[config.mk]
export PLATFORM = sky130hd
export DESIGN_NAME = gcm_core
export DESIGN_NICKNAME = d
export VERILOG_FILES = /design/src/source/gcm_pkg.sv /design/src/source/gf128_mult.sv /design/src/source/ctr_keystream.sv /design/src/source/ghash_accum.sv /design/src/source/gcm_core.sv
export SDC_FILE = /design/constraint.sdc
export NUM_CORES = 2
export LEC_CHECK = 0
export BUFFER_PORTS_ARGS = -buffer_cell sky130_fd_sc_hd__buf_4
export CORE_ASPECT_RATIO = 1.75
export CORE_MARGIN = 10
export CORE_UTILIZATION = 55
export CTS_CLUSTER_DIAMETER = 60
export DETAILED_ROUTE_END_ITERATION = 12
export PLACE_DENSITY = 0.73
export SETUP_SLACK_MARGIN = 0.3
export SYNTH_ARGS = -nofsm -noshare
export SYNTH_HDL_FRONTEND = slang
export SYNTH_SLANG_ARGS = --single-unit
[constraint.sdc]
create_clock -name clk -period 49.3 [get_ports clk]
set_input_delay 14.79 -clock clk [delete_from_list [all_inputs] [get_ports clk]]
set_output_delay 14.79 -clock clk [all_outputs]
set_load 0.01 [all_outputs]
[src/source/gcm_pkg.sv]
`default_nettype none

package gcm_pkg;

	// ~~~~~~~~~~~~~~~~~~~~~~~~~~~~~~~~~~~~~~
	// field and block geometry
	// ~~~~~~~~~~~~~~~~~~~~~~~~~~~~~~~~~~~~~~

	localparam int BLK_BITS = 128;    // data block, hash state, subkey

	// x^128 + x^7 + x^2 + x + 1 with the bit order reversed,
	// so bit 127 of a word is the x^0 coefficient
	localparam logic [BLK_BITS-1:0] GF_POLY = {8'he1, {(BLK_BITS-8){1'b0}}};

	localparam int GFM_CYCLES = 8;    // clocks per product, 16 bit steps each

	// ~~~~~~~~~~~~~~~~~~~~~~~~~~~~~~~~~~~~~~
	// message framing
	// ~~~~~~~~~~~~~~~~~~~~~~~~~~~~~~~~~~~~~~

	localparam int LEN_BITS = 64;     // each half of the length block
	localparam int CTR_BITS = 32;     // low counter field, wraps on its own

endpackage

`default_nettype wire

[src/source/gf128_mult.sv]
`timescale 1ns/1ps
`default_nettype none

module gf128_mult #(
	parameter int CYCLES = gcm_pkg::GFM_CYCLES
) (
	input  logic                         clk,
	input  logic                         reset,
	input  logic                         start,
	input  logic [gcm_pkg::BLK_BITS-1:0] a,
	input  logic [gcm_pkg::BLK_BITS-1:0] b,
	output logic [gcm_pkg::BLK_BITS-1:0] result,
	output logic                         done
);
	import gcm_pkg::*;

	localparam int STEPS = BLK_BITS / CYCLES;     // bit steps per clock
	localparam int RND_W = $clog2(CYCLES + 1);

	logic                busy;
	logic [RND_W-1:0]    round;
	logic [BLK_BITS-1:0] op_v;        // multiplicand times x after each step
	logic [BLK_BITS-1:0] op_b;        // multiplier bits consumed msb first
	logic [BLK_BITS-1:0] acc_next;
	logic [BLK_BITS-1:0] v_next;
	logic [BLK_BITS-1:0] b_next;

	// ~~~~~~~~~~~~~~~~~~~~~~~~~~~~~~~~~~~~~~
	// one clock worth of shift and reduce
	// ~~~~~~~~~~~~~~~~~~~~~~~~~~~~~~~~~~~~~~

	always_comb begin
		acc_next = result;
		v_next = op_v;
		b_next = op_b;
		for (int i = 0; i < STEPS; i++) begin
			acc_next = acc_next ^ (b_next[BLK_BITS-1] ? v_next : '0);
			v_next = (v_next >> 1) ^ (v_next[0] ? GF_POLY : '0);    // reflected x * V
			b_next = b_next << 1;
		end
	end

	// ~~~~~~~~~~~~~~~~~~~~~~~~~~~~~~~~~~~~~~
	// round control
	// ~~~~~~~~~~~~~~~~~~~~~~~~~~~~~~~~~~~~~~

	always_ff @(posedge clk) begin
		if (reset) begin
			busy <= 1'b0;
			round <= '0;
			done <= 1'b0;
		end else begin
			done <= 1'b0;
			if (start) begin
				busy <= 1'b1;
				round <= '0;
			end else if (busy) begin
				round <= round + 1'b1;
				if (round == RND_W'(CYCLES - 1)) begin
					done <= 1'b1;    // product lands with this edge
					busy <= 1'b0;
				end
			end
		end
	end

	always_ff @(posedge clk) begin
		if (start) begin
			op_v <= a;
			op_b <= b;
			result <= '0;
		end else if (busy) begin
			op_v <= v_next;
			op_b <= b_next;
			result <= acc_next;
		end
	end

	// operands are only taken on start, so a product in flight must finish first
	a_no_restart: assert property (@(posedge clk) disable iff (reset)
		start |-> !busy)
		else $error("gf128_mult: start while a product is in progress");

endmodule

`default_nettype wire

[src/source/ctr_keystream.sv]
`timescale 1ns/1ps
`default_nettype none

module ctr_keystream (
	input  logic                         clk,
	input  logic                         reset,
	input  logic                         init,
	input  logic [gcm_pkg::BLK_BITS-1:0] j0,
	input  logic                         blk_valid,
	input  logic                         blk_last,
	input  logic [gcm_pkg::BLK_BITS-1:0] blk_data,
	input  logic [gcm_pkg::BLK_BITS-1:0] cipher_out,
	input  logic                         cipher_done,
	output logic                         cipher_start,
	output logic [gcm_pkg::BLK_BITS-1:0] cipher_in,
	input  logic                         hash_idle,
	output logic                         ct_push,
	output logic                         ct_last,
	output logic [gcm_pkg::BLK_BITS-1:0] ct_word,
	output logic [gcm_pkg::BLK_BITS-1:0] ek_j0,
	output logic                         blk_ready
);
	import gcm_pkg::*;

	logic                req_j0;     // cipher busy with J0
	logic                req_blk;    // cipher busy with a counter block
	logic                ct_pend;    // ciphertext parked for the hash stage
	logic [BLK_BITS-1:0] ctr;        // next counter block
	logic [BLK_BITS-1:0] pt_reg;

	// increment only the low field, upper bits of the counter never change
	function automatic logic [BLK_BITS-1:0] inc32(input logic [BLK_BITS-1:0] cb);
		return {cb[BLK_BITS-1:CTR_BITS], cb[CTR_BITS-1:0] + CTR_BITS'(1)};
	endfunction

	assign ct_push = ct_pend & hash_idle;    // released as soon as GHASH is free

	// ~~~~~~~~~~~~~~~~~~~~~~~~~~~~~~~~~~~~~~
	// request and hand-off control
	// ~~~~~~~~~~~~~~~~~~~~~~~~~~~~~~~~~~~~~~

	always_ff @(posedge clk) begin
		if (reset) begin
			cipher_start <= 1'b0;
			req_j0 <= 1'b0;
			req_blk <= 1'b0;
			ct_pend <= 1'b0;
			blk_ready <= 1'b0;
		end else begin
			cipher_start <= 1'b0;
			if (init) begin
				cipher_start <= 1'b1;    // encrypt J0 for the tag
				req_j0 <= 1'b1;
				req_blk <= 1'b0;
				ct_pend <= 1'b0;
				blk_ready <= 1'b0;
			end else begin
				if (blk_valid) begin
					cipher_start <= 1'b1;
					req_blk <= 1'b1;
					blk_ready <= 1'b0;
				end
				if (cipher_done && req_j0) begin
					req_j0 <= 1'b0;
					blk_ready <= 1'b1;
				end
				if (cipher_done && req_blk) begin
					req_blk <= 1'b0;
					ct_pend <= 1'b1;
				end
				if (ct_push) begin
					ct_pend <= 1'b0;
					blk_ready <= !ct_last;    // message closed after last block
				end
			end
		end
	end

	// ~~~~~~~~~~~~~~~~~~~~~~~~~~~~~~~~~~~~~~
	// counter and data path
	// ~~~~~~~~~~~~~~~~~~~~~~~~~~~~~~~~~~~~~~

	always_ff @(posedge clk) begin
		if (init) begin
			cipher_in <= j0;
			ctr <= inc32(j0);    // first data counter is inc32(J0)
		end else if (blk_valid) begin
			cipher_in <= ctr;
			ctr <= inc32(ctr);
			pt_reg <= blk_data;
			ct_last <= blk_last;
		end
		if (cipher_done && req_j0) begin
			ek_j0 <= cipher_out;
		end
		if (cipher_done && req_blk) begin
			ct_word <= pt_reg ^ cipher_out;    // held until pushed
		end
	end

	a_blk_when_ready: assert property (@(posedge clk) disable iff (reset)
		blk_valid |-> blk_ready)
		else $error("ctr_keystream: blk_valid while blk_ready is low");

	a_done_matches_req: assert property (@(posedge clk) disable iff (reset)
		cipher_done |-> (req_j0 || req_blk))
		else $error("ctr_keystream: cipher_done with no request outstanding");

endmodule

`default_nettype wire

[src/source/ghash_accum.sv]
`timescale 1ns/1ps
`default_nettype none

module ghash_accum (
	input  logic                         clk,
	input  logic                         reset,
	input  logic                         init,
	input  logic [gcm_pkg::BLK_BITS-1:0] h,
	input  logic                         ct_push,
	input  logic                         ct_last,
	input  logic [gcm_pkg::BLK_BITS-1:0] ct_word,
	input  logic [gcm_pkg::BLK_BITS-1:0] ek_j0,
	output logic                         hash_idle,
	output logic                         mul_start,
	output logic [gcm_pkg::BLK_BITS-1:0] mul_a,
	output logic [gcm_pkg::BLK_BITS-1:0] mul_b,
	input  logic [gcm_pkg::BLK_BITS-1:0] mul_result,
	input  logic                         mul_done,
	output logic                         tag_valid,
	output logic [gcm_pkg::BLK_BITS-1:0] tag
);
	import gcm_pkg::*;

	localparam int BLK_SHIFT = $clog2(BLK_BITS);        // blocks to bits
	localparam int CNT_BITS = LEN_BITS - BLK_SHIFT;

	logic [BLK_BITS-1:0] acc;          // running hash Y
	logic [BLK_BITS-1:0] h_reg;
	logic [CNT_BITS-1:0] blk_cnt;
	logic                last_pend;    // product in flight is the last data block
	logic                len_busy;     // product in flight is the length block
	logic [BLK_BITS-1:0] len_blk;

	assign mul_b = h_reg;

	// AAD length is always zero, text length is count * 128
	assign len_blk = {{LEN_BITS{1'b0}}, blk_cnt, {BLK_SHIFT{1'b0}}};

	// ~~~~~~~~~~~~~~~~~~~~~~~~~~~~~~~~~~~~~~
	// sequencing
	// ~~~~~~~~~~~~~~~~~~~~~~~~~~~~~~~~~~~~~~

	always_ff @(posedge clk) begin
		if (reset) begin
			hash_idle <= 1'b1;
			mul_start <= 1'b0;
			tag_valid <= 1'b0;
			last_pend <= 1'b0;
			len_busy <= 1'b0;
			blk_cnt <= '0;
		end else begin
			mul_start <= 1'b0;
			tag_valid <= 1'b0;
			if (init) begin
				hash_idle <= 1'b1;
				last_pend <= 1'b0;
				len_busy <= 1'b0;
				blk_cnt <= '0;
			end else if (ct_push) begin
				mul_start <= 1'b1;
				hash_idle <= 1'b0;
				last_pend <= ct_last;
				blk_cnt <= blk_cnt + 1'b1;
			end else if (mul_done) begin
				if (len_busy) begin
					len_busy <= 1'b0;
					tag_valid <= 1'b1;
				end else begin
					hash_idle <= 1'b1;
					if (last_pend) begin
						mul_start <= 1'b1;    // length block straight away
						len_busy <= 1'b1;
						last_pend <= 1'b0;
					end
				end
			end
		end
	end

	// ~~~~~~~~~~~~~~~~~~~~~~~~~~~~~~~~~~~~~~
	// hash state and operands
	// ~~~~~~~~~~~~~~~~~~~~~~~~~~~~~~~~~~~~~~

	always_ff @(posedge clk) begin
		if (init) begin
			acc <= '0;
			h_reg <= h;
		end else if (ct_push) begin
			mul_a <= acc ^ ct_word;
		end else if (mul_done) begin
			acc <= mul_result;
			if (len_busy) begin
				tag <= mul_result ^ ek_j0;
			end else if (last_pend) begin
				mul_a <= mul_result ^ len_blk;
			end
		end
	end

	// the counter stage must hold its ciphertext while a product runs
	a_push_when_idle: assert property (@(posedge clk) disable iff (reset)
		ct_push |-> hash_idle)
		else $error("ghash_accum: ct_push while the hash stage is busy");

endmodule

`default_nettype wire

[src/source/gcm_core.sv]
`timescale 1ns/1ps
`default_nettype none

module gcm_core (
	input  logic                         clk,
	input  logic                         reset,
	input  logic                         init,
	input  logic [gcm_pkg::BLK_BITS-1:0] j0,
	input  logic [gcm_pkg::BLK_BITS-1:0] h,
	input  logic                         blk_valid,
	input  logic [gcm_pkg::BLK_BITS-1:0] blk_data,
	input  logic                         blk_last,
	output logic                         blk_ready,
	output logic                         cipher_start,
	output logic [gcm_pkg::BLK_BITS-1:0] cipher_in,
	input  logic [gcm_pkg::BLK_BITS-1:0] cipher_out,
	input  logic                         cipher_done,
	output logic                         ct_valid,
	output logic [gcm_pkg::BLK_BITS-1:0] ct_data,
	output logic                         tag_valid,
	output logic [gcm_pkg::BLK_BITS-1:0] tag
);
	import gcm_pkg::*;

	logic                ct_push;       // counter stage to hash stage
	logic                ct_last;
	logic [BLK_BITS-1:0] ct_word;
	logic [BLK_BITS-1:0] ek_j0;
	logic                hash_idle;
	logic                mul_start;     // hash stage to multiplier
	logic [BLK_BITS-1:0] mul_a;
	logic [BLK_BITS-1:0] mul_b;
	logic [BLK_BITS-1:0] mul_result;
	logic                mul_done;

	assign ct_valid = ct_push;    // ciphertext leaves as it enters GHASH
	assign ct_data = ct_word;

	ctr_keystream u_ctr (
		.clk          (clk),
		.reset        (reset),
		.init         (init),
		.j0           (j0),
		.blk_valid    (blk_valid),
		.blk_last     (blk_last),
		.blk_data     (blk_data),
		.cipher_out   (cipher_out),
		.cipher_done  (cipher_done),
		.cipher_start (cipher_start),
		.cipher_in    (cipher_in),
		.hash_idle    (hash_idle),
		.ct_push      (ct_push),
		.ct_last      (ct_last),
		.ct_word      (ct_word),
		.ek_j0        (ek_j0),
		.blk_ready    (blk_ready)
	);

	ghash_accum u_ghash (
		.clk        (clk),
		.reset      (reset),
		.init       (init),
		.h          (h),
		.ct_push    (ct_push),
		.ct_last    (ct_last),
		.ct_word    (ct_word),
		.ek_j0      (ek_j0),
		.hash_idle  (hash_idle),
		.mul_start  (mul_start),
		.mul_a      (mul_a),
		.mul_b      (mul_b),
		.mul_result (mul_result),
		.mul_done   (mul_done),
		.tag_valid  (tag_valid),
		.tag        (tag)
	);

	gf128_mult #(
		.CYCLES (GFM_CYCLES)
	) u_mult (
		.clk    (clk),
		.reset  (reset),
		.start  (mul_start),
		.a      (mul_a),
		.b      (mul_b),
		.result (mul_result),
		.done   (mul_done)
	);

endmodule

`default_nettype wire

==> results by group <==
Timing
  • Setup ws final: approximately 32000 ps
  • RSZ-0062 raised after global routing: false
  • Fmax: about 0.057 GHz
  • Slew margin rel.: roughly a fifth
  • Fin. Hold Viols: 0
  • Worst-Margin Slew: around 1200 ps
  • Final number of setup-violating endpoints: 0
  • Final hold slack: between 400 and 500 ps
  • Post-route clock skew: around 52 ps
  • Tmin final: 17560 ps
  • Max Slew Vio Count: 0
  • Total Neg Setup Slack: 0 ps
  • Final Cycle Share: around 36%

Critical path
  • CP dominant cell by count: buf_4
  • Critical path, cell by cell: buf_8 > buf_4 > buf_4 > buf_4 > mux2_2
  • Crit. End Element: flop
  • Data required, critical path: approximately 50000 ps
  • CP max FO: between 70 and 80
  • Slowest-stage cell, CP: buf_4
  • Worst Setup Start Kind: input pin
  • Crit path arrival time: between 15000 and 20000 ps
  • CP peak stage delay: 860 ps
  • Setup CP Type: in2reg

Flow run
  • Max Cap Viol: 0

Placement
  • Area after DPL: 95840 sq um
  • Pre-CTS setup slack: 30860 ps
  • Port bufs: 905
  • Dpl hpwl: between 150000 and 200000 um
  • Routability-driven placement congestion ratio: between 0.9 and 1

Pwr
  • Total chip power: approximately 3300 uW
  • Static Leak: roughly 0.037 uW
  • PwrDens: ~32 nW/um^2
  • Peak VDD IR: about 0.037 mV

Synth
  • Share of flip-flops with an asynchronous set or reset: 0%
  • Area contributors post-synth: edfxtp_1 44%, xnor2_1 17%, nand2_1 11%
  • Seq/Total Area, Yosys: 51.10%
  • Number of synthesized flops with an enable pin: 1281
  • Cell Area, Synth: about 88000 sq um
  • Commonest cells post-synth: 2570 x nand2_1, 1697 x xnor2_1, 1281 x edfxtp_1
  • Primary FF master, synth: edfxtp_1
  • Synth Instances: 8527
  • Yosys warning count: 0
  • Top-area cell type share of the netlist area: about 44%
  • Count leader, synth: nand2_1
  • Largest area contributor in the netlist: edfxtp_1
  • Synth cell types: 45
  • Avg Inst Size Synth: 10.34 sq um
  • Flops & latches, synth: around 1600
  • Syn Nets: about 9000

GRT
  • Largest net degree at the start of global routing: 133
  • Vias in the first global route: roughly 64000
  • GRT Residual Overflow: 0
  • First-pass GRT wire length: ~400000 um
  • Initial antenna violation count: 55
  • Total track usage: between 30% and 40%

Floorplan
  • Die ar.: 177400 sq um
  • Die Wd: between 300 and 400 um
  • Die Ht: 549.7 um
  • Initial Util: ~55%
  • Top Ports: between 900 and 1000
  • Core area: roughly 160000 sq um
  • FP Rows: 194

Drt
  • Via Count: roughly 63000
  • First-pass detailed-route iteration total: 5
  • Residual DRC count: 0
  • DR iter-0 viols: between 5000 and 6000
  • WL final: ~280000 um
  • Avg WL per Cell: around 24 um
  • Post-DRT Antenna Nets: 0
  • Vias/cell: 5.599

Clocking
  • Clk buf depth: 4
  • CTS tree: done
  • CTS Root Cell: clkbuf_16
  • Worst skew pair latency: approximately 830 ps
  • Post-CTS Hold Buffers: 0
  • Post-CTS Setup Bufs: 0
  • Clock-pin slew on the worst setup and hold paths: 70 ps
  • CTS Buf Count: about 160
  • CTS Sinks: ~1600
  • CTS resizes: 0
  • Htree depth: 4

Cells and area
  • Area growth syn-to-layout: 14.49%
  • Share of cells above drive strength 1: 17.33%
  • Final Cell Area: about 100000 sq um
  • FILL cells: around 13000
  • Final nets: around 9600

Status
  • Status: finished, final reports clean

Hold path
  • Hold/Removal Path Class: reg2reg
==> cell usage in the layout (no fill, tap or decap), types with 4 or more instances in the layout <==
cell / count
nand2_1: 2568
xnor2_1: 1697
edfxtp_1: 1281
buf_4: 979
xor2_1: 859
mux2_2: 345
dfxtp_1: 327
nor2_1: 203
a21oi_1: 174
clkbuf_16: 160
o21ai_0: 148
diode_2: 38
inv_1: 38
clkbuf_1: 32
mux2i_1: 30
nand3_1: 28
clkinv_2: 22
and2_1: 20
or3_1: 17
o221ai_1: 17
clkinv_1: 16
and3_1: 15
nand4_1: 14
clkbuf_8: 14
nor2b_1: 13
xnor3_1: 13
nor3_1: 12
inv_6: 12
a21o_1: 9
bufinv_16: 9
a32oi_1: 8
buf_12: 7
a211oi_1: 6
xor3_1: 6
clkinvlp_4: 5
nand2b_1: 4
xor2_2: 4
and4_1: 4
clkinv_8: 4
==> final cells by class <==
| class | instances | area [sq um] | share of cell area (%) |
|---|---|---|---|
| multi-input combinational | 6248 | 40550 | 40.17 |
| clock buffer | 206 | 4317 | 4.276 |
| clock inverter | 73 | 694.4 | 0.6879 |
| antenna | 38 | 95.09 | 0.09420 |
| sequential | 1610 | 45060 | 44.64 |
| inverter | 39 | 148.9 | 0.1475 |
| tap | 2058 | 2575 | 2.551 |
| timing repair buffer | 987 | 7505 | 7.434 |
==> stage by stage <==
| step | std cells | util, % |
|---|---|---|
| after detailed placement | 10940 | 60.10 |
| final | 11260 | 63.30 |
| after global placement | 10940 | 60.10 |
| after floorplan | 8527 | - |
| after CTS | 11220 | 63.24 |
| after global routing | 11250 | 63.29 |
==> where the power goes <==
group	internal, uW	switching (uW)
registers	1600	122
clock network	670	524
logic	180	174
==> worst paths after layout <==
| path | startpoint | endpoint | slack (ps) | cells past startpoint |
|---|---|---|---|---|
| worst min register to register | u_ghash.acc[35] | u_ghash.acc[35] | 460 | 2 |
| worst max-delay path | init | u_ctr.cipher_in[99] | 31740 | 5 |
| worst min-delay path | u_ghash.acc[35] | u_ghash.acc[35] | 460 | 2 |
| worst max register to register | u_mult.op_b[117] | u_mult.result[41] | 44610 | 10 |
==> metal layers <==
layer	vias up	routed length, um	global-route usage [%]
met1	30690	91820	32.34
met4	14	19990	19.79
met5	-	121	0
li1	28440	-	-
met2	3060	137800	52.29
met3	833	25500	8.044
==> cell families (layout without fill, tap and decap cells) <==
kind of cell	Yosys count	after routing	synth area share (%)
AO/OA/AOI/OAI	364	364	2.227
XOR/XNOR	2585	2585	26.10
adder cells (fa/ha/maj)	3	3	0.04258
buffers and inverters	669	1305	2.963
flip-flops	1610	1610	51.10
multiplexers	375	375	4.747
other	0	38	0
AND/OR/NAND/NOR	2921	2921	12.82
==> critical path, delay by kind of cell <==
kind	cells	cell delay, ps
buf+inv	4	2750
mux	1	420
No activity file was read; power rests on OpenSTA's default activity.
